==> src/hdl/lsu_pkg.sv <==
`default_nettype none

package lsu_pkg;

    // ------------------------------------------------------------------------
    // widths and sizes
    // ------------------------------------------------------------------------
    localparam int unsigned DATA_W    = 32;
    localparam int unsigned ID_W      = 4;
    localparam int unsigned IMM_W     = 12;
    localparam int unsigned BE_W      = DATA_W / 8;
    localparam int unsigned MEM_WORDS = 256;

    // address split for the scratchpad
    localparam int unsigned OFF_W     = $clog2(BE_W);
    localparam int unsigned IDX_W     = $clog2(MEM_WORDS);
    localparam int unsigned UPPER_W   = DATA_W - IDX_W - OFF_W;

    typedef logic [DATA_W-1:0] data_t;
    typedef logic [ID_W-1:0]   id_t;
    typedef logic [BE_W-1:0]   be_t;

    // ------------------------------------------------------------------------
    // opcodes and exception causes
    // ------------------------------------------------------------------------
    // stores sit above the loads
    typedef enum logic [2:0] {
        LB  = 3'd0,
        LBU = 3'd1,
        LH  = 3'd2,
        LHU = 3'd3,
        LW  = 3'd4,
        SB  = 3'd5,
        SH  = 3'd6,
        SW  = 3'd7
    } lsu_op_e;

    // risc-v mcause encoding
    typedef enum logic [3:0] {
        NONE            = 4'd0,
        LD_MISALIGNED   = 4'd4,
        LD_ACCESS_FAULT = 4'd5,
        ST_MISALIGNED   = 4'd6,
        ST_ACCESS_FAULT = 4'd7
    } cause_e;

    // ------------------------------------------------------------------------
    // byte address, raw or split into fields
    // ------------------------------------------------------------------------
    // upper field non-zero means outside the scratchpad
    typedef union packed {
        data_t raw;
        struct packed {
            logic [UPPER_W-1:0] upper;
            logic [IDX_W-1:0]   index;
            logic [OFF_W-1:0]   offset;
        } f;
    } lsu_addr_u;

endpackage

`default_nettype wire

==> src/hdl/lsu_result_reg.sv <==
`default_nettype none

module lsu_result_reg (
    input  logic            clk_i,
    input  logic            rst_ni,

    // from the memory stage
    input  logic            rsp_valid_i,
    output logic            rsp_ready_o,
    input  lsu_pkg::id_t    rsp_id_i,
    input  lsu_pkg::data_t  rsp_data_i,
    input  lsu_pkg::cause_e rsp_cause_i,

    // towards the outside
    output logic            result_valid_o,
    input  logic            result_ready_i,
    output lsu_pkg::id_t    result_id_o,
    output lsu_pkg::data_t  result_data_o,
    output lsu_pkg::cause_e result_cause_o
);

    logic valid_q;

    // can take a new one while the held one leaves
    assign rsp_ready_o = !valid_q || result_ready_i;

    always_ff @(posedge clk_i or negedge rst_ni) begin
        if (!rst_ni) begin
            valid_q <= 1'b0;
        end else if (rsp_ready_o) begin
            valid_q <= rsp_valid_i;
        end
    end

    always_ff @(posedge clk_i) begin
        if (rsp_valid_i && rsp_ready_o) begin
            result_id_o    <= rsp_id_i;
            result_data_o  <= rsp_data_i;
            result_cause_o <= rsp_cause_i;
        end
    end

    assign result_valid_o = valid_q;

endmodule

`default_nettype wire

==> config.mk <==
export PLATFORM = sky130hd
export DESIGN_NAME = lsu_result_reg
export DESIGN_NICKNAME = d
export VERILOG_FILES = /design/src/hdl/lsu_pkg.sv /design/src/hdl/lsu_result_reg.sv
export SDC_FILE = /design/constraint.sdc
export NUM_CORES = 1
export LEC_CHECK = 0
export ABC_AREA = 0
export ABC_CLOCK_PERIOD_IN_PS = 1550
export BUFFER_PORTS_ARGS = -buffer_cell sky130_fd_sc_hd__buf_2
export CAP_MARGIN = 20
export CORE_MARGIN = 4
export CORE_UTILIZATION = 40
export CTS_CLUSTER_SIZE = 20
export DETAILED_ROUTE_END_ITERATION = 10
export PLACE_DENSITY = 0.78
export SYNTH_ARGS = -nofsm -noshare
export SYNTH_HDL_FRONTEND = slang
export SYNTH_SLANG_ARGS = --single-unit
==> constraint.sdc <==
create_clock -name clk_i -period 1.55 [get_ports clk_i]
set_clock_uncertainty 0.05 [all_clocks]
set_input_delay 0.0775 -clock clk_i [delete_from_list [all_inputs] [get_ports clk_i]]
set_output_delay 0.0775 -clock clk_i [all_outputs]
set_load 0.02 [all_outputs]
==> results.json <==
{
  "status": "finished clean",
  "yosysMostFrequentCell": "edfxtp_1",
  "antenna_found_initial": 0,
  "synth_common_cells": "edfxtp_1, and2_4, dfrtp_1, nand2b_1, nand2b_4",
  "clockRootBuffer": "clkbuf_4",
  "cts_buffer_depth": 2,
  "coreArea_sq_mm": 0.003028,
  "die_w_um": 64.01,
  "cts.reportedPaths.clkPinSlew_ns": 0.12,
  "ys_async_sr_fraction_pct": 2.439,
  "internal_power_uw": 1627,
  "vias_per_cell": 4.176,
  "start_util_pct": 41.45,
  "swShare_pct": 24.09,
  "worstHoldStart": "result_ready_i",
  "grt_overflow_total": 0,
  "cellPowerDensity_mw_per_mm2": 943.7,
  "h-tree-depth": 2,
  "synth_top_cell_area_share_pct": 95.71,
  "setup_viol": 0,
  "rows": 20,
  "rsz0062_at_grt": "no",
  "antenna_cells": 0,
  "drv_slew": 0,
  "final_nets": 226,
  "power_frac_comb_pct": 15.3,
  "synth_top_cell_by_area": "edfxtp_1",
  "cts_resized": 0,
  "place_ws_ns": 0.3604,
  "drv_cap": 0,
  "routabilityCongestion": 0.6582,
  "worstSetupPathType": "register to register",
  "worst_pin_slew_ns": 0.1318,
  "fin_crit_ns": 1.296,
  "finalHoldViolCount": 0,
  "cts_tree": "yes",
  "grt_max_degree": 23,
  "syn_area_sq_mm": 0.001255,
  "ys_types": 5,
  "wirelength_um": 3415,
  "clock_power_share_pct": 23.8,
  "finalWorstSetupSlack_ns": 0.2541,
  "io_buffers": 85,
  "synthToLayoutAreaGrowth_pct": 80.96,
  "fin_setup_tns_ns": 0,
  "vdd_drop_max_mv": 0.6830,
  "grt_pass1_wl_um": 5278,
  "cp-end-kind": "register",
  "arrival_ns": 1.49,
  "setup.worst_path.start": "result_valid_o",
  "synth_top_cells_by_area": "edfxtp_1, dfrtp_1, nand2b_4, and2_4, nand2b_1",
  "yosysSeqAreaShare_pct": 97.71,
  "cts_made_buffers": 5,
  "cts_sinks": 41,
  "relSlewSlack_pct": 91.21,
  "grt_pass1_vias": 1101,
  "hold_slack_ns": 0.3433,
  "syn_nets": 88,
  "drtAntennaViolNets": 0,
  "synth_edf_count": 40,
  "hold_class": "input port to register",
  "grt_usage_pct": 17.96,
  "required_ns": 1.74,
  "drt_iter0_drc": 52,
  "reg2reg_from": "result_valid_o",
  "firstDrtPassIters": 4,
  "avgSynthCellArea_sq_um": 28.52,
  "route.detailed.drc": 0,
  "period_share_pct": 83.61,
  "synth_warnings": 0,
  "switching_power_uw": 516.2,
  "clk_latency_ns": 0.35,
  "post-route-util_pct": 75.00,
  "die_y_um": 64.01,
  "synth-seq-cells": 41,
  "pwr-share-seq_pct": 60.9,
  "ys.flop_type": "edfxtp_1",
  "critPathLaunchType": "register",
  "p_leak_uw": 0.0009728,
  "worstPathMaxFanout": 3,
  "dr_total_vias": 948,
  "ios": 86,
  "drive_gt1_share_pct": 53.01,
  "fmaxAchievable_mhz": 771.7,
  "routedWlPerCell_um": 15.04,
  "synthCells": 44,
  "dieArea_sq_mm": 0.004097,
  "postCtsSetupBuffers": 0
}
[area by class of cell]
| cell class | instances | area, sq um |
|---|---|---|
| Clock inverter | 3 | 17.52 |
| Fill cell | 171 | 757.0 |
| Tap cell | 44 | 55.05 |
| Clock buffer | 5 | 37.54 |
| Multi-Input combinational cell | 3 | 28.78 |
| Timing Repair Buffer | 131 | 905.9 |
| Sequential cell | 41 | 1226 |
[cells by family after synthesis]
logic type       Yosys count  synth area share, %
and+or+nand+nor            3                2.293
DFF                       41                97.71
[sequential cells by signal (all words and copies together), names as in the netlist]
signal / count
result_valid_o: 1
result_cause_o: 4
result_id_o: 4
result_data_o: 32
[what timing repair did]
action                     in CTS  in global routing
hold buffers                   44                  0
setup endpoints to repair       0                  0
hold endpoints to repair       42                  0
[critical path: stages (launching register included)]
cell           delay (ns)
dfrtp_1              0.43
nand2b_4             0.09
nand2b_1             0.06
dlygate4sd3_1        0.56
[placed cells by master, fill, tap and decap left out, drive strengths merged]
cell type / n
and2: 1
buf: 87
clkbuf: 5
clkinv: 2
clkinvlp: 1
dfrtp: 1
dlygate4sd3: 44
edfxtp: 40
nand2b: 2
[final timing paths]
kind | end | slack (ns) | cells after the start
max in group asynchronous | result_valid_o | 0.82 | 3
min | result_data_o[27] | 0.34 | 4
min reg2reg | result_data_o[27] | 0.93 | 3
min in group asynchronous | result_valid_o | 0.53 | 3
max | result_valid_o | 0.25 | 3
max reg2reg | result_valid_o | 0.25 | 3
[power groups by stage]
stage,clock network [uW],logic [uW],registers (uW)
CTS,522,323,1300
global placement,0,234,1330
global route,573,351,1310
finish,510,329,1300
floorplan,0,28.4,1410
detailed placement,0,238,1330
[routing by layer]
layer	vias to the layer above	part of all wire (%)	wire length (um)	GRT usage [%]
met2	61	51	1739	31.10
met4	0	1.3	44	7.278
met5	-	0	0	0
li1	449	-	-	-
met1	434	36	1225	18.56
met3	4	12	404	8.436
[metrics by stage]
step           cell area (sq um)  total power, uW  std cells
3_5_place_dp                1775             1566        175
3_3_place_gp                1775             1559        175
6_report                    2271             2143        227
2_1_floorplan               1255             1436         44
4_1_cts                     2271             2148        227
5_1_grt                     2271             2234        227
(Power assumes the default switching activity.)
