## src/hdl/lsu_pkg.sv

```systemverilog
`default_nettype none

package lsu_pkg;

    // ------------------------------------------------------------------------
    // widths and sizes
    // ------------------------------------------------------------------------
    localparam int unsigned DATA_W    = 32;
    localparam int unsigned ID_W      = 4;
    localparam int unsigned IMM_W     = 12;
    localparam int unsigned BE_W      = DATA_W / 8;
    localparam int unsigned MEM_WORDS = 256;

    // address split for the scratchpad
    localparam int unsigned OFF_W     = $clog2(BE_W);
    localparam int unsigned IDX_W     = $clog2(MEM_WORDS);
    localparam int unsigned UPPER_W   = DATA_W - IDX_W - OFF_W;

    typedef logic [DATA_W-1:0] data_t;
    typedef logic [ID_W-1:0]   id_t;
    typedef logic [BE_W-1:0]   be_t;

    // ------------------------------------------------------------------------
    // opcodes and exception causes
    // ------------------------------------------------------------------------
    // stores sit above the loads
    typedef enum logic [2:0] {
        LB  = 3'd0,
        LBU = 3'd1,
        LH  = 3'd2,
        LHU = 3'd3,
        LW  = 3'd4,
        SB  = 3'd5,
        SH  = 3'd6,
        SW  = 3'd7
    } lsu_op_e;

    // risc-v mcause encoding
    typedef enum logic [3:0] {
        NONE            = 4'd0,
        LD_MISALIGNED   = 4'd4,
        LD_ACCESS_FAULT = 4'd5,
        ST_MISALIGNED   = 4'd6,
        ST_ACCESS_FAULT = 4'd7
    } cause_e;

    // ------------------------------------------------------------------------
    // byte address, raw or split into fields
    // ------------------------------------------------------------------------
    // upper field non-zero means outside the scratchpad
    typedef union packed {
        data_t raw;
        struct packed {
            logic [UPPER_W-1:0] upper;
            logic [IDX_W-1:0]   index;
            logic [OFF_W-1:0]   offset;
        } f;
    } lsu_addr_u;

endpackage

`default_nettype wire

```

## src/hdl/lsu_req_if.sv

```systemverilog
`default_nettype none

interface lsu_req_if;

    // handshake
    logic               valid;
    logic               ready;

    // decoded request
    lsu_pkg::lsu_op_e   op;
    lsu_pkg::lsu_addr_u addr;
    lsu_pkg::be_t       be;
    lsu_pkg::data_t     wdata;
    lsu_pkg::id_t       id;
    lsu_pkg::cause_e    cause;

    modport src (
        output valid,
        output op,
        output addr,
        output be,
        output wdata,
        output id,
        output cause,
        input  ready
    );

    modport dst (
        input  valid,
        input  op,
        input  addr,
        input  be,
        input  wdata,
        input  id,
        input  cause,
        output ready
    );

endinterface

`default_nettype wire

```

## src/hdl/lsu_req_buffer.sv

```systemverilog
`default_nettype none

module lsu_req_buffer (
    input  logic   clk_i,
    input  logic   rst_ni,
    lsu_req_if.dst in_req,
    lsu_req_if.src out_req
);

    // two entries, so one-bit pointers
    lsu_pkg::lsu_op_e   op_q    [2];
    lsu_pkg::lsu_addr_u addr_q  [2];
    lsu_pkg::be_t       be_q    [2];
    lsu_pkg::data_t     wdata_q [2];
    lsu_pkg::id_t       id_q    [2];
    lsu_pkg::cause_e    cause_q [2];

    logic       wr_ptr_q;
    logic       rd_ptr_q;
    logic [1:0] count_q;
    logic       empty;
    logic       push;
    logic       pop;

    assign empty        = (count_q == 2'd0);
    assign in_req.ready = (count_q != 2'd2);

    // store only what the memory stage did not take straight away
    assign pop  = !empty && out_req.ready;
    assign push = in_req.valid && in_req.ready && !(empty && out_req.ready);

    // bypass when empty, otherwise oldest entry
    always_comb begin
        if (empty) begin
            out_req.valid = in_req.valid;
            out_req.op    = in_req.op;
            out_req.addr  = in_req.addr;
            out_req.be    = in_req.be;
            out_req.wdata = in_req.wdata;
            out_req.id    = in_req.id;
            out_req.cause = in_req.cause;
        end else begin
            out_req.valid = 1'b1;
            out_req.op    = op_q[rd_ptr_q];
            out_req.addr  = addr_q[rd_ptr_q];
            out_req.be    = be_q[rd_ptr_q];
            out_req.wdata = wdata_q[rd_ptr_q];
            out_req.id    = id_q[rd_ptr_q];
            out_req.cause = cause_q[rd_ptr_q];
        end
    end

    always_ff @(posedge clk_i or negedge rst_ni) begin
        if (!rst_ni) begin
            wr_ptr_q <= 1'b0;
            rd_ptr_q <= 1'b0;
            count_q  <= 2'd0;
        end else begin
            if (push) begin
                wr_ptr_q <= !wr_ptr_q;
            end
            if (pop) begin
                rd_ptr_q <= !rd_ptr_q;
            end
            if (push && !pop) begin
                count_q <= count_q + 2'd1;
            end else if (pop && !push) begin
                count_q <= count_q - 2'd1;
            end
        end
    end

    always_ff @(posedge clk_i) begin
        if (push) begin
            op_q[wr_ptr_q]    <= in_req.op;
            addr_q[wr_ptr_q]  <= in_req.addr;
            be_q[wr_ptr_q]    <= in_req.be;
            wdata_q[wr_ptr_q] <= in_req.wdata;
            id_q[wr_ptr_q]    <= in_req.id;
            cause_q[wr_ptr_q] <= in_req.cause;
        end
    end

endmodule

`default_nettype wire

```

## src/flat_wrapper.sv

```systemverilog
// flat-port wrapper written by rule: the top's interface ports become plain ports
module lsu_req_buffer_flat 
  (clk_i, rst_ni, in_req_valid, in_req_op, in_req_addr, in_req_be, in_req_wdata, in_req_id, in_req_cause, in_req_ready, out_req_valid, out_req_op, out_req_addr, out_req_be, out_req_wdata, out_req_id, out_req_cause, out_req_ready);
  lsu_req_if in_req_i ();
  lsu_req_if out_req_i ();
  input  logic clk_i;
  input  logic rst_ni;
  input wire logic [$bits(in_req_i.valid)-1:0] in_req_valid;
  input wire logic [$bits(in_req_i.op)-1:0] in_req_op;
  input wire logic [$bits(in_req_i.addr)-1:0] in_req_addr;
  input wire logic [$bits(in_req_i.be)-1:0] in_req_be;
  input wire logic [$bits(in_req_i.wdata)-1:0] in_req_wdata;
  input wire logic [$bits(in_req_i.id)-1:0] in_req_id;
  input wire logic [$bits(in_req_i.cause)-1:0] in_req_cause;
  output wire logic [$bits(in_req_i.ready)-1:0] in_req_ready;
  output wire logic [$bits(out_req_i.valid)-1:0] out_req_valid;
  output wire logic [$bits(out_req_i.op)-1:0] out_req_op;
  output wire logic [$bits(out_req_i.addr)-1:0] out_req_addr;
  output wire logic [$bits(out_req_i.be)-1:0] out_req_be;
  output wire logic [$bits(out_req_i.wdata)-1:0] out_req_wdata;
  output wire logic [$bits(out_req_i.id)-1:0] out_req_id;
  output wire logic [$bits(out_req_i.cause)-1:0] out_req_cause;
  input wire logic [$bits(out_req_i.ready)-1:0] out_req_ready;
  assign in_req_i.valid = in_req_valid;
  assign in_req_i.op = in_req_op;
  assign in_req_i.addr = in_req_addr;
  assign in_req_i.be = in_req_be;
  assign in_req_i.wdata = in_req_wdata;
  assign in_req_i.id = in_req_id;
  assign in_req_i.cause = in_req_cause;
  assign in_req_ready = in_req_i.ready;
  assign out_req_valid = out_req_i.valid;
  assign out_req_op = out_req_i.op;
  assign out_req_addr = out_req_i.addr;
  assign out_req_be = out_req_i.be;
  assign out_req_wdata = out_req_i.wdata;
  assign out_req_id = out_req_i.id;
  assign out_req_cause = out_req_i.cause;
  assign out_req_i.ready = out_req_ready;
  lsu_req_buffer u_core (.clk_i(clk_i), .rst_ni(rst_ni), .in_req(in_req_i), .out_req(out_req_i));
endmodule
```

## config.mk

```make
export PLATFORM = sky130hd
export DESIGN_NAME = lsu_req_buffer_flat
export DESIGN_NICKNAME = d
export VERILOG_FILES = /design/src/hdl/lsu_pkg.sv /design/src/hdl/lsu_req_if.sv /design/src/hdl/lsu_req_buffer.sv /design/src/flat_wrapper.sv
export SDC_FILE = /design/constraint.sdc
export NUM_CORES = 1
export LEC_CHECK = 0
export BUFFER_PORTS_ARGS = -buffer_cell sky130_fd_sc_hd__buf_4
export CAP_MARGIN = 25
export CORE_ASPECT_RATIO = 2
export CORE_MARGIN = 8
export CORE_UTILIZATION = 55
export DETAILED_ROUTE_END_ITERATION = 8
export PLACE_DENSITY = 0.85
export SYNTH_ARGS = -nofsm -noshare
export SYNTH_HDL_FRONTEND = slang
export SYNTH_SLANG_ARGS = --single-unit
```

## constraint.sdc

```tcl
create_clock -name clk_i -period 13.3 [get_ports clk_i]
set_input_delay 1.995 -clock clk_i [delete_from_list [all_inputs] [get_ports clk_i]]
set_output_delay 1.995 -clock clk_i [all_outputs]
set_load 0.03 [all_outputs]
```

==> results.md <==
* CP Capture Type: output port
* Setup bufs post-CTS at 0
* I/O pin count at 164
* Peak VDD IR at 0.291 mV
* ANT nets after route at 0
* GRT Max-Usage Layer: met2
* Root Buffer Master: clkbuf_16
* Row cnt at 58
* RSZ-0062 raised after global routing: false
* Syn Std Cell Area at 6970 um^2
* Element type at the critical path start: register
* Cts bufs inserted at 17
* # setup viols final at 0
* CP Data Required Time at 11.31 ns
* Clock skew at approximately 0.0070 ns
* Cells after Synth at about 440
* Met1 GRT Util at a little under a fifth
* Max_cap viols at 0
* Grt ovf at 0
* CP delay by family, top: buffers and inverters
* Final wirelength at 15000 um
* Clock sink count at roughly 160
* Die area at 16700 um^2
* Share of layout cells above drive strength 1 at approximately 47%
* GR Util met3 at under 10%
* Worst-margin pin slew at around 1.0 ns
* Worst hold slack at around 0.56 ns
* Fin nets at 689
* Drc violations at 0
* Vias/cell at between 5 and 6
* Mapped Nets at between 500 and 600
* Total Routing Usage GR at 18.0%
* Vias in the first global route at around 4500
* Gpl congestion at 0.780
* Critical Path AT at approximately 3.1 ns
* Leak Pwr at between 3 and 4 nW
* Most common cell after layout, fill and taps aside: buf_4
* Peak Freq at about 200 MHz
* Drt pass-1 iters at 4
* Final worst path period need at 5.04 ns
* Die span in x at between 90 and 100 um
* Reg clk slew, reported paths at roughly 0.06 ns
* Routed len/inst at 19.5 um
* Status: finished clean
* Top cell by count, worst path: buf_4
* CTS Hold Buffers Added at 0
* CTS Buffer Depth at 2
* YS warnings at 0
* Initial antenna violation count at 0
* Post-synthesis sequential area ratio at between 60% and 70%
* Commonest non-fill, non-tap cells in the layout: buf_4 (167), edfxtp_1 (158), mux2i_1 (79), a21oi_2 (69), nor2_1 (59)
* Hold WC Path Type: reg2reg
* Bufs and invs on worst path at 3
* Power Dens Cells at approximately 270 nW/um^2
* Post-cts resize count at 0
* Setup TNS at 0 ns
* Crit-path max FO at 76
* Area Overhead vs Synth at 27.7%
* H-Tree Depth at 4
* Die Ht at ~180 um
* Buffers on Ports at 163
* Critical Path Max Stage Delay at around 0.83 ns
* DP HPWL at 10100 um
* Register bit total from synthesis at approximately 160
* Vias at ~4000
* Final hold violations at 0
* First-pass GRT wire length at 22800 um
* Max-Slew Margin vs Limit at between 30% and 40%
* Met2 usage at 33.2%
* Syn avg cell area at between 15 and 20 um^2
* Tcrit/Tclk final at roughly 38%
* CTS tree: yes
* Crit path kind: reg2out
* Std-Cell Core Area at 12500 um^2
* Initial Util at between 50% and 60%
* Starting DRT DRC Count at roughly 300
* Slowest CP cell: or2_4
* Slew Viols, Final at 0
* Largest net degree at the start of global routing at 85
* Diodes inserted at 0
* Crit-path cells: or2_4, buf_4, buf_12, nor2_1, a21oi_2, buf_4
* Clk Latency, worst-skew pair at about 0.4 ns
* Synth unique cells at 21
area by class of cell:
type | count | area, um^2
multi-input combinational | 252 | 1910
clock inverter | 13 | 184
fill | 852 | 3580
sequential | 162 | 4850
inverter | 2 | 7.51
timing repair buffer | 170 | 1330
tap | 150 | 188
clock buffer | 18 | 429
cell families after synthesis:
group | after synthesis | synth area share (%)
XOR/XNOR | 5 | 0.629
multiplexers | 79 | 11.3
AO/OA/AOI/OAI | 80 | 9.46
flip-flops | 162 | 69.5
adder cells (fa/ha/maj) | 1 | 0.180
buffers and inverters | 29 | 3.27
AND/OR/NAND/NOR | 87 | 5.58
worst register-to-register path, cell delays in order, from the launching register on:
cell and delay (ns):
dfrtp_1 0.44, or2_4 0.83, nand2_1 0.24, ha_1 0.28
xor2_1 0.14, nor2_1 0.11, xor2_1 0.17
where the power goes:
group / total, mW / internal, mW / switching (mW) / leakage (nW)
sequential: 0.745 / 0.686 / 0.0590 / 1.51
combinational: 1.20 / 0.436 / 0.762 / 1.66
clock: 0.501 / 0.314 / 0.188 / 0.285
total: 2.44 / 1.44 / 1.01 / 3.45
state kept, by name, summed over array words and instances, names as in the netlist:
register and flops:
u_core.addr_q 64, u_core.op_q 6, u_core.be_q 8, u_core.wr_ptr_q 1
u_core.id_q 8, u_core.wdata_q 64, u_core.rd_ptr_q 1, u_core.cause_q 8
u_core.count_q 2
routing by layer:
layer  part of all wire [%]  wire [um]
met4                    2.2        329
met1                     34       5110
met2                     59       8810
met3                    4.8        721
met5                      0          0
cells in the mapped netlist:
library cell | number | share of area [%]
a21oi_1 | 10 | 0.72
a21oi_2 | 69 | 8.7
buf_2 | 11 | 0.79
buf_4 | 1 | 0.11
buf_6 | 12 | 1.9
buf_8 | 1 | 0.22
clkbuf_1 | 2 | 0.11
dfrtp_1 | 4 | 1.4
edfxtp_1 | 158 | 68
ha_1 | 1 | 0.18
inv_1 | 2 | 0.11
mux2i_1 | 79 | 11
nand2_1 | 1 | 0.054
nand2b_1 | 1 | 0.090
nor2_1 | 61 | 3.3
nor2_2 | 22 | 2.0
o21ai_0 | 1 | 0.072
or2_1 | 1 | 0.090
or3_1 | 1 | 0.090
xnor2_1 | 3 | 0.38
xor2_1 | 2 | 0.25
path summary, 6_finish.rpt:
kind | startpoint | endpoint | slack (ns) | cells after the start
max in group asynchronous | rst_ni | u_core.rd_ptr_q | 11.80 | 1
hold reg to reg | u_core.count_q[1] | u_core.count_q[1] | 0.56 | 1
min in group asynchronous | rst_ni | u_core.count_q[0] | 1.38 | 1
hold / removal | u_core.count_q[1] | u_core.count_q[1] | 0.56 | 1
setup / recovery | u_core.count_q[0] | out_req_wdata[1] | 8.26 | 6
setup reg to reg | u_core.count_q[0] | u_core.count_q[1] | 11.02 | 6
stage by stage:
stage / setup WS, ns / std cells / util [%] / cell area (um^2) / total power [mW]
final: 8.26 / 767 / 71.3 / 8900 / 2.44
after global routing: 8.00 / 767 / 71.3 / 8900 / 2.55
after CTS: 8.08 / 764 / 70.7 / 8820 / 2.45
after detailed placement: 8.52 / 733 / 65.8 / 8210 / 1.95
after global placement: 8.69 / 733 / 65.8 / 8210 / 1.92
after floorplan: 7.23 / 443 / - / 6970 / 1.60
(Power assumes the default switching activity.)
