`src/hdl/lsu_pkg.sv`:
```
`default_nettype none

package lsu_pkg;

    // ------------------------------------------------------------------------
    // widths and sizes
    // ------------------------------------------------------------------------
    localparam int unsigned DATA_W    = 32;
    localparam int unsigned ID_W      = 4;
    localparam int unsigned IMM_W     = 12;
    localparam int unsigned BE_W      = DATA_W / 8;
    localparam int unsigned MEM_WORDS = 256;

    // address split for the scratchpad
    localparam int unsigned OFF_W     = $clog2(BE_W);
    localparam int unsigned IDX_W     = $clog2(MEM_WORDS);
    localparam int unsigned UPPER_W   = DATA_W - IDX_W - OFF_W;

    typedef logic [DATA_W-1:0] data_t;
    typedef logic [ID_W-1:0]   id_t;
    typedef logic [BE_W-1:0]   be_t;

    // ------------------------------------------------------------------------
    // opcodes and exception causes
    // ------------------------------------------------------------------------
    // stores sit above the loads
    typedef enum logic [2:0] {
        LB  = 3'd0,
        LBU = 3'd1,
        LH  = 3'd2,
        LHU = 3'd3,
        LW  = 3'd4,
        SB  = 3'd5,
        SH  = 3'd6,
        SW  = 3'd7
    } lsu_op_e;

    // risc-v mcause encoding
    typedef enum logic [3:0] {
        NONE            = 4'd0,
        LD_MISALIGNED   = 4'd4,
        LD_ACCESS_FAULT = 4'd5,
        ST_MISALIGNED   = 4'd6,
        ST_ACCESS_FAULT = 4'd7
    } cause_e;

    // ------------------------------------------------------------------------
    // byte address, raw or split into fields
    // ------------------------------------------------------------------------
    // upper field non-zero means outside the scratchpad
    typedef union packed {
        data_t raw;
        struct packed {
            logic [UPPER_W-1:0] upper;
            logic [IDX_W-1:0]   index;
            logic [OFF_W-1:0]   offset;
        } f;
    } lsu_addr_u;

endpackage

`default_nettype wire

```
`src/hdl/lsu_req_if.sv`:
```
`default_nettype none

interface lsu_req_if;

    // handshake
    logic               valid;
    logic               ready;

    // decoded request
    lsu_pkg::lsu_op_e   op;
    lsu_pkg::lsu_addr_u addr;
    lsu_pkg::be_t       be;
    lsu_pkg::data_t     wdata;
    lsu_pkg::id_t       id;
    lsu_pkg::cause_e    cause;

    modport src (
        output valid,
        output op,
        output addr,
        output be,
        output wdata,
        output id,
        output cause,
        input  ready
    );

    modport dst (
        input  valid,
        input  op,
        input  addr,
        input  be,
        input  wdata,
        input  id,
        input  cause,
        output ready
    );

endinterface

`default_nettype wire

```
`src/hdl/lsu_agu.sv`:
```
`default_nettype none

module lsu_agu (
    input  logic                      issue_valid_i,
    output logic                      issue_ready_o,
    input  lsu_pkg::lsu_op_e          issue_op_i,
    input  lsu_pkg::data_t            issue_base_i,
    input  logic [lsu_pkg::IMM_W-1:0] issue_imm_i,
    input  lsu_pkg::data_t            issue_wdata_i,
    input  lsu_pkg::id_t              issue_id_i,
    lsu_req_if.src                    req
);

    lsu_pkg::data_t     imm_ext;
    lsu_pkg::lsu_addr_u addr;
    logic               is_store;
    logic               is_half;
    logic               is_word;
    logic               misaligned;

    // ------------------------------------------------------------------------
    // address generation
    // ------------------------------------------------------------------------
    assign imm_ext  = {{(lsu_pkg::DATA_W - lsu_pkg::IMM_W){issue_imm_i[lsu_pkg::IMM_W-1]}},
                       issue_imm_i};
    assign addr.raw = issue_base_i + imm_ext;

    // access size and direction
    always_comb begin
        is_store = 1'b0;
        is_half  = 1'b0;
        is_word  = 1'b0;
        case (issue_op_i)
            lsu_pkg::LH, lsu_pkg::LHU: is_half = 1'b1;
            lsu_pkg::LW:               is_word = 1'b1;
            lsu_pkg::SB:               is_store = 1'b1;
            lsu_pkg::SH: begin
                is_store = 1'b1;
                is_half  = 1'b1;
            end
            lsu_pkg::SW: begin
                is_store = 1'b1;
                is_word  = 1'b1;
            end
            default: ;
        endcase
    end

    // byte accesses are always aligned
    assign misaligned = (is_half && addr.f.offset[0]) || (is_word && (addr.f.offset != '0));

    // byte lanes and store data replication
    always_comb begin
        if (is_word) begin
            req.be    = '1;
            req.wdata = issue_wdata_i;
        end else if (is_half) begin
            req.be    = lsu_pkg::be_t'(4'b0011) << addr.f.offset;
            req.wdata = {2{issue_wdata_i[15:0]}};
        end else begin
            req.be    = lsu_pkg::be_t'(4'b0001) << addr.f.offset;
            req.wdata = {4{issue_wdata_i[7:0]}};
        end
    end

    // access fault wins over misalignment
    always_comb begin
        if (addr.f.upper != '0) begin
            req.cause = is_store ? lsu_pkg::ST_ACCESS_FAULT : lsu_pkg::LD_ACCESS_FAULT;
        end else if (misaligned) begin
            req.cause = is_store ? lsu_pkg::ST_MISALIGNED : lsu_pkg::LD_MISALIGNED;
        end else begin
            req.cause = lsu_pkg::NONE;
        end
    end

    assign req.valid     = issue_valid_i;
    assign req.op        = issue_op_i;
    assign req.addr      = addr;
    assign req.id        = issue_id_i;
    assign issue_ready_o = req.ready;

endmodule

`default_nettype wire

```
`src/flat_wrapper.sv`:
```
// flat-port wrapper written by rule: the top's interface ports become plain ports
module lsu_agu_flat 
  (issue_valid_i, issue_ready_o, issue_op_i, issue_base_i, issue_imm_i, issue_wdata_i, issue_id_i, req_valid, req_op, req_addr, req_be, req_wdata, req_id, req_cause, req_ready);
  lsu_req_if req_i ();
  input  logic issue_valid_i;
  output logic issue_ready_o;
  input  lsu_pkg::lsu_op_e issue_op_i;
  input  lsu_pkg::data_t issue_base_i;
  input  logic [lsu_pkg::IMM_W-1:0] issue_imm_i;
  input  lsu_pkg::data_t issue_wdata_i;
  input  lsu_pkg::id_t issue_id_i;
  output wire logic [$bits(req_i.valid)-1:0] req_valid;
  output wire logic [$bits(req_i.op)-1:0] req_op;
  output wire logic [$bits(req_i.addr)-1:0] req_addr;
  output wire logic [$bits(req_i.be)-1:0] req_be;
  output wire logic [$bits(req_i.wdata)-1:0] req_wdata;
  output wire logic [$bits(req_i.id)-1:0] req_id;
  output wire logic [$bits(req_i.cause)-1:0] req_cause;
  input wire logic [$bits(req_i.ready)-1:0] req_ready;
  assign req_valid = req_i.valid;
  assign req_op = req_i.op;
  assign req_addr = req_i.addr;
  assign req_be = req_i.be;
  assign req_wdata = req_i.wdata;
  assign req_id = req_i.id;
  assign req_cause = req_i.cause;
  assign req_i.ready = req_ready;
  lsu_agu u_core (.issue_valid_i(issue_valid_i), .issue_ready_o(issue_ready_o), .issue_op_i(issue_op_i), .issue_base_i(issue_base_i), .issue_imm_i(issue_imm_i), .issue_wdata_i(issue_wdata_i), .issue_id_i(issue_id_i), .req(req_i));
endmodule
```
`config.mk`:
```
export PLATFORM = sky130hd
export DESIGN_NAME = lsu_agu_flat
export DESIGN_NICKNAME = d
export VERILOG_FILES = /design/src/hdl/lsu_pkg.sv /design/src/hdl/lsu_req_if.sv /design/src/hdl/lsu_agu.sv /design/src/flat_wrapper.sv
export SDC_FILE = /design/constraint.sdc
export NUM_CORES = 1
export LEC_CHECK = 0
export ABC_CLOCK_PERIOD_IN_PS = 3500
export BUFFER_PORTS_ARGS = -buffer_cell sky130_fd_sc_hd__buf_4
export CAP_MARGIN = 20
export CORE_AREA = 5 5 95 141
export DETAILED_ROUTE_END_ITERATION = 10
export DIE_AREA = 0 0 100 146
export GPL_TIMING_DRIVEN = 0
export PLACE_DENSITY = 0.54
export SETUP_SLACK_MARGIN = 0.4
export SYNTH_ARGS = -nofsm -noshare
export SYNTH_HDL_FRONTEND = slang
export SYNTH_SLANG_ARGS = --single-unit
```
`constraint.sdc`:
```
create_clock -name vclk -period 3.5
set_input_delay 0.175 -clock vclk [all_inputs]
set_output_delay 0.175 -clock vclk [all_outputs]
set_load 0.05 [all_outputs]
```
==> results.tsv <==
stage	metric	value	unit
sta	endpoints failing hold	0	
sta	post-layout worst setup margin	-0.0459	ns
power	sequential share of power	0	%
placement	Port Buffers	159	
global_routing	via count of the first global-routing pass	3796	
worst_hold_path	Worst Hold Launch	issue_id_i[2]	
floorplan	die height	146	µm
power	Sw Pwr	0.952	mW
floorplan	width of the die	100	µm
synth	Cell variety after synth	74	
synth	multiplexer share of the synthesized area	6.52	%
power	power per unit of standard cell area	296	nW/µm²
synth	area share of the largest cell type after synthesis	13.2	%
setup_path	type of element launching the critical path	primary input	
floorplan	starting utilization of the core area	24.5	%
floorplan	area of the core region	12000	µm²
setup_path	timing startpoint of the critical path	issue_imm_i[11]	
floorplan	number of placement rows	49	
synth	average footprint of a synthesized cell	7.04	µm²
global_routing	global routing met3 resource utilization	1.77	%
route	wire length per cell after detailed routing	17.9	µm
floorplan	area enclosed by the die boundary	14600	µm²
global_routing	all-layer global routing usage	16.4	%
synth	Mapped Area	2930	µm²
route	average vias per placed instance	5.13	
sta	RSZ-0062 raised after global routing	true	
layout	share of the core filled with cells in the final layout	43.0	%
run_status	status	finished with violations	
layout	number of nets in the final layout	713	
sta	Max-slew headroom	55.9	%
synth	Post-Synth Simple-Gate Area	26.1	%
synth	dominant cell by count in the synthesized netlist	sky130_fd_sc_hd__nor2_1	
global_routing	wire length of the first global-routing pass	19.6	mm
sta	worst hold slack across all endpoints	0.605	ns
route	overall routed net length	13.4	mm
layout	final cell area excluding filler cells	5140	µm²
setup_path	category of the worst setup path capture point	output port	
layout	clkbuf count	0	
route	Detailed Route Iter0 Violations	74	
power	Leak Pwr	2.35	nW
global_routing	maximum number of pins on one net before global-route repair	11	
global_routing	met2 Resource Use GR	35.2	%
flow_run	Maximum Capacitance Violations	0	
layout	area grow syn2layout	75.3	%
synth	Synth area leader	sky130_fd_sc_hd__ha_1	
global_routing	number of antenna violations at the first check in global routing	0	
setup_path	type of the setup path with the least slack	in -> out	
layout	ratio of cells with drive above 1 in the final layout	52.2	%
global_routing	overflow left after global routing	0	
setup_path	top fanout value on the critical path	5	
sta	transition at the pin with the smallest max-transition slack	0.661	ns
sta	Achievable Freq	282	MHz
route	detailed-route via count	3833	
synth	Synth Area in Adders	13.9	%
route	number of search-and-repair iterations in the first detailed-routing pass	5	
synth	number of cells produced by synthesis	417	
synth	xor/xnor cell area share of the yosys netlist	7.46	%
sta	crit share post-route	101	%
layout	Antenna Diode Count	0	
worst_hold_path	HP Class	in -> out	
run_status	violations in the final reports	setup timing	
power	worst ir drop on vdd	0.000219	V
setup_path	Crit path required time	3.32	ns
synth	number of synthesis warnings	0	
sta	number of pins exceeding their max-slew limit in the final report	0	
sta	final worst path period need	3.55	ns
placement	routability-driven placement congestion ratio	0.844	
synth	cell types with the highest counts after synthesis	45 x sky130_fd_sc_hd__nor2_1, 42 x sky130_fd_sc_hd__a21oi_1, 41 x sky130_fd_sc_hd__nand2_1, 31 x sky130_fd_sc_hd__ha_1, 31 x sky130_fd_sc_hd__o21ai_0	
power	Internal	0.572	mW
global_routing	met1 track demand over resource in global routing	16.3	%
layout	sequential cell count of the final layout	0	
synth	largest family of logic cells by synthesized area	compound AO/OA/AOI/OAI gates	
layout	area of all sequential standard cells	0	µm²
power	share of power burned in the clock network	0	%
setup_path	Worst Path Arrival	3.37	ns
route	Antenna Violating Nets Remaining	0	
power	part of the power in combinational logic	100.0	%
route	Post-route DRC	0	
placement	post-detailed-placement cell area	4670	µm²
power	switching power as a share of total power	62.5	%
floorplan	number of top-level design ports	166	
synth	share of the synthesized area in compound gates (AO/OA/AOI/OAI)	32.5	%
synth	post-synthesis net count	534	
synth	portion of the post-synthesis area used by sequential elements	0	%
sta	number of setup violations in the final report	1	
synth	largest cells by area after synthesis	sky130_fd_sc_hd__ha_1 13%, sky130_fd_sc_hd__a21oi_1 7.2%, sky130_fd_sc_hd__mux2_2 6.5%, sky130_fd_sc_hd__nor2_1 5.8%, sky130_fd_sc_hd__buf_4 5.4%	
global_routing	busiest grt layer	met2	
placement	HPWL reported at the end of detailed placement	10.9	mm
[power by group through the flow]
stage          sequential (mW)  clock, mW  combinational [mW]
6_report                     0          0                1.52
3_3_place_gp                 0          0                1.40
3_5_place_dp                 0          0                1.41
2_1_floorplan                0          0                1.00
5_1_grt                      0          0                1.60
4_1_cts                      0          0                1.47
[placed cells by master (no fill, tap or decap), types with 4 or more instances in the layout]
cell                         n
sky130_fd_sc_hd__buf_4     187
sky130_fd_sc_hd__nor2_1     44
sky130_fd_sc_hd__nand2_1    41
sky130_fd_sc_hd__a21oi_1    36
sky130_fd_sc_hd__o21ai_0    30
sky130_fd_sc_hd__ha_1       21
sky130_fd_sc_hd__mux2_2     17
sky130_fd_sc_hd__inv_1      15
sky130_fd_sc_hd__a21o_1     11
sky130_fd_sc_hd__nand3_1    11
sky130_fd_sc_hd__buf_6       8
sky130_fd_sc_hd__a21boi_0    8
sky130_fd_sc_hd__a21oi_2     7
sky130_fd_sc_hd__xnor2_4     7
sky130_fd_sc_hd__xnor2_1     7
sky130_fd_sc_hd__o211ai_1    6
sky130_fd_sc_hd__ha_4        6
sky130_fd_sc_hd__buf_8       5
sky130_fd_sc_hd__nor3_1      5
sky130_fd_sc_hd__clkbuf_8    4
sky130_fd_sc_hd__a31oi_1     4
sky130_fd_sc_hd__xor2_2      4
sky130_fd_sc_hd__ha_2        4
[layout make-up]
cell class | instances | area, µm²
Timing Repair Buffer | 177 | 1430
Fill cell | 1216 | 6810
Multi-Input combinational cell | 364 | 3120
Buffer | 36 | 343
Inverter | 17 | 63.8
Tap cell | 153 | 191
[metrics by stage]
stage	total power [mW]	setup TNS (ns)	setup slack (ns)	std cells
final	1.52	-0.0459	-0.0459	747
after global routing	1.60	-0.344	-0.174	747
after CTS	1.47	-0.0901	-0.0901	740
after detailed placement	1.41	-1.05	-0.388	730
after global placement	1.40	-1.09	-0.426	729
after floorplan	1.00	0	0.352	417
[repair_timing]
action	in CTS	in global routing
pin swaps	17	25
gates cloned	2	0
gates resized for setup	25	34
endpoints found under the setup margin	5	5
setup buffers	8	7
endpoints found under the hold margin	0	0
hold buffers	0	0
[layer usage]
layer | up-vias | routed length (µm)
met5 | - | 0
met4 | 0 | 264
met3 | 17 | 823
met2 | 150 | 7720
met1 | 1804 | 4570
li1 | 1862 | -
[critical path, cell delays in order]
cell	delay, ns
sky130_fd_sc_hd__buf_16	0.12
sky130_fd_sc_hd__ha_4	0.26
sky130_fd_sc_hd__buf_6	0.10
sky130_fd_sc_hd__nand2_4	0.05
sky130_fd_sc_hd__or4_4	0.55
sky130_fd_sc_hd__nor2_4	0.11
sky130_fd_sc_hd__o211ai_1	0.27
sky130_fd_sc_hd__o211ai_2	0.20
sky130_fd_sc_hd__a221oi_2	0.10
sky130_fd_sc_hd__buf_4	0.14
sky130_fd_sc_hd__nand2b_4	0.14
sky130_fd_sc_hd__a2111oi_4	0.40
sky130_fd_sc_hd__nand4_4	0.21
sky130_fd_sc_hd__o311ai_4	0.29
sky130_fd_sc_hd__o21ai_4	0.09
sky130_fd_sc_hd__buf_8	0.16
[cells by family after synthesis]
logic type | count (synthesis)
compound gates | 141
xor+xnor | 25
fa+ha+maj | 32
buf+inv | 53
mux | 17
other cells | 1
simple gates | 148
[path summary, 6_finish.rpt]
| kind | endpoint | slack, ns | cells past startpoint |
|---|---|---|---|
| worst max-delay path | req_cause[1] | -0.05 | 16 |
| worst min-delay path | req_id[2] | 0.60 | 2 |
Power figures use the tool's default switching activity.
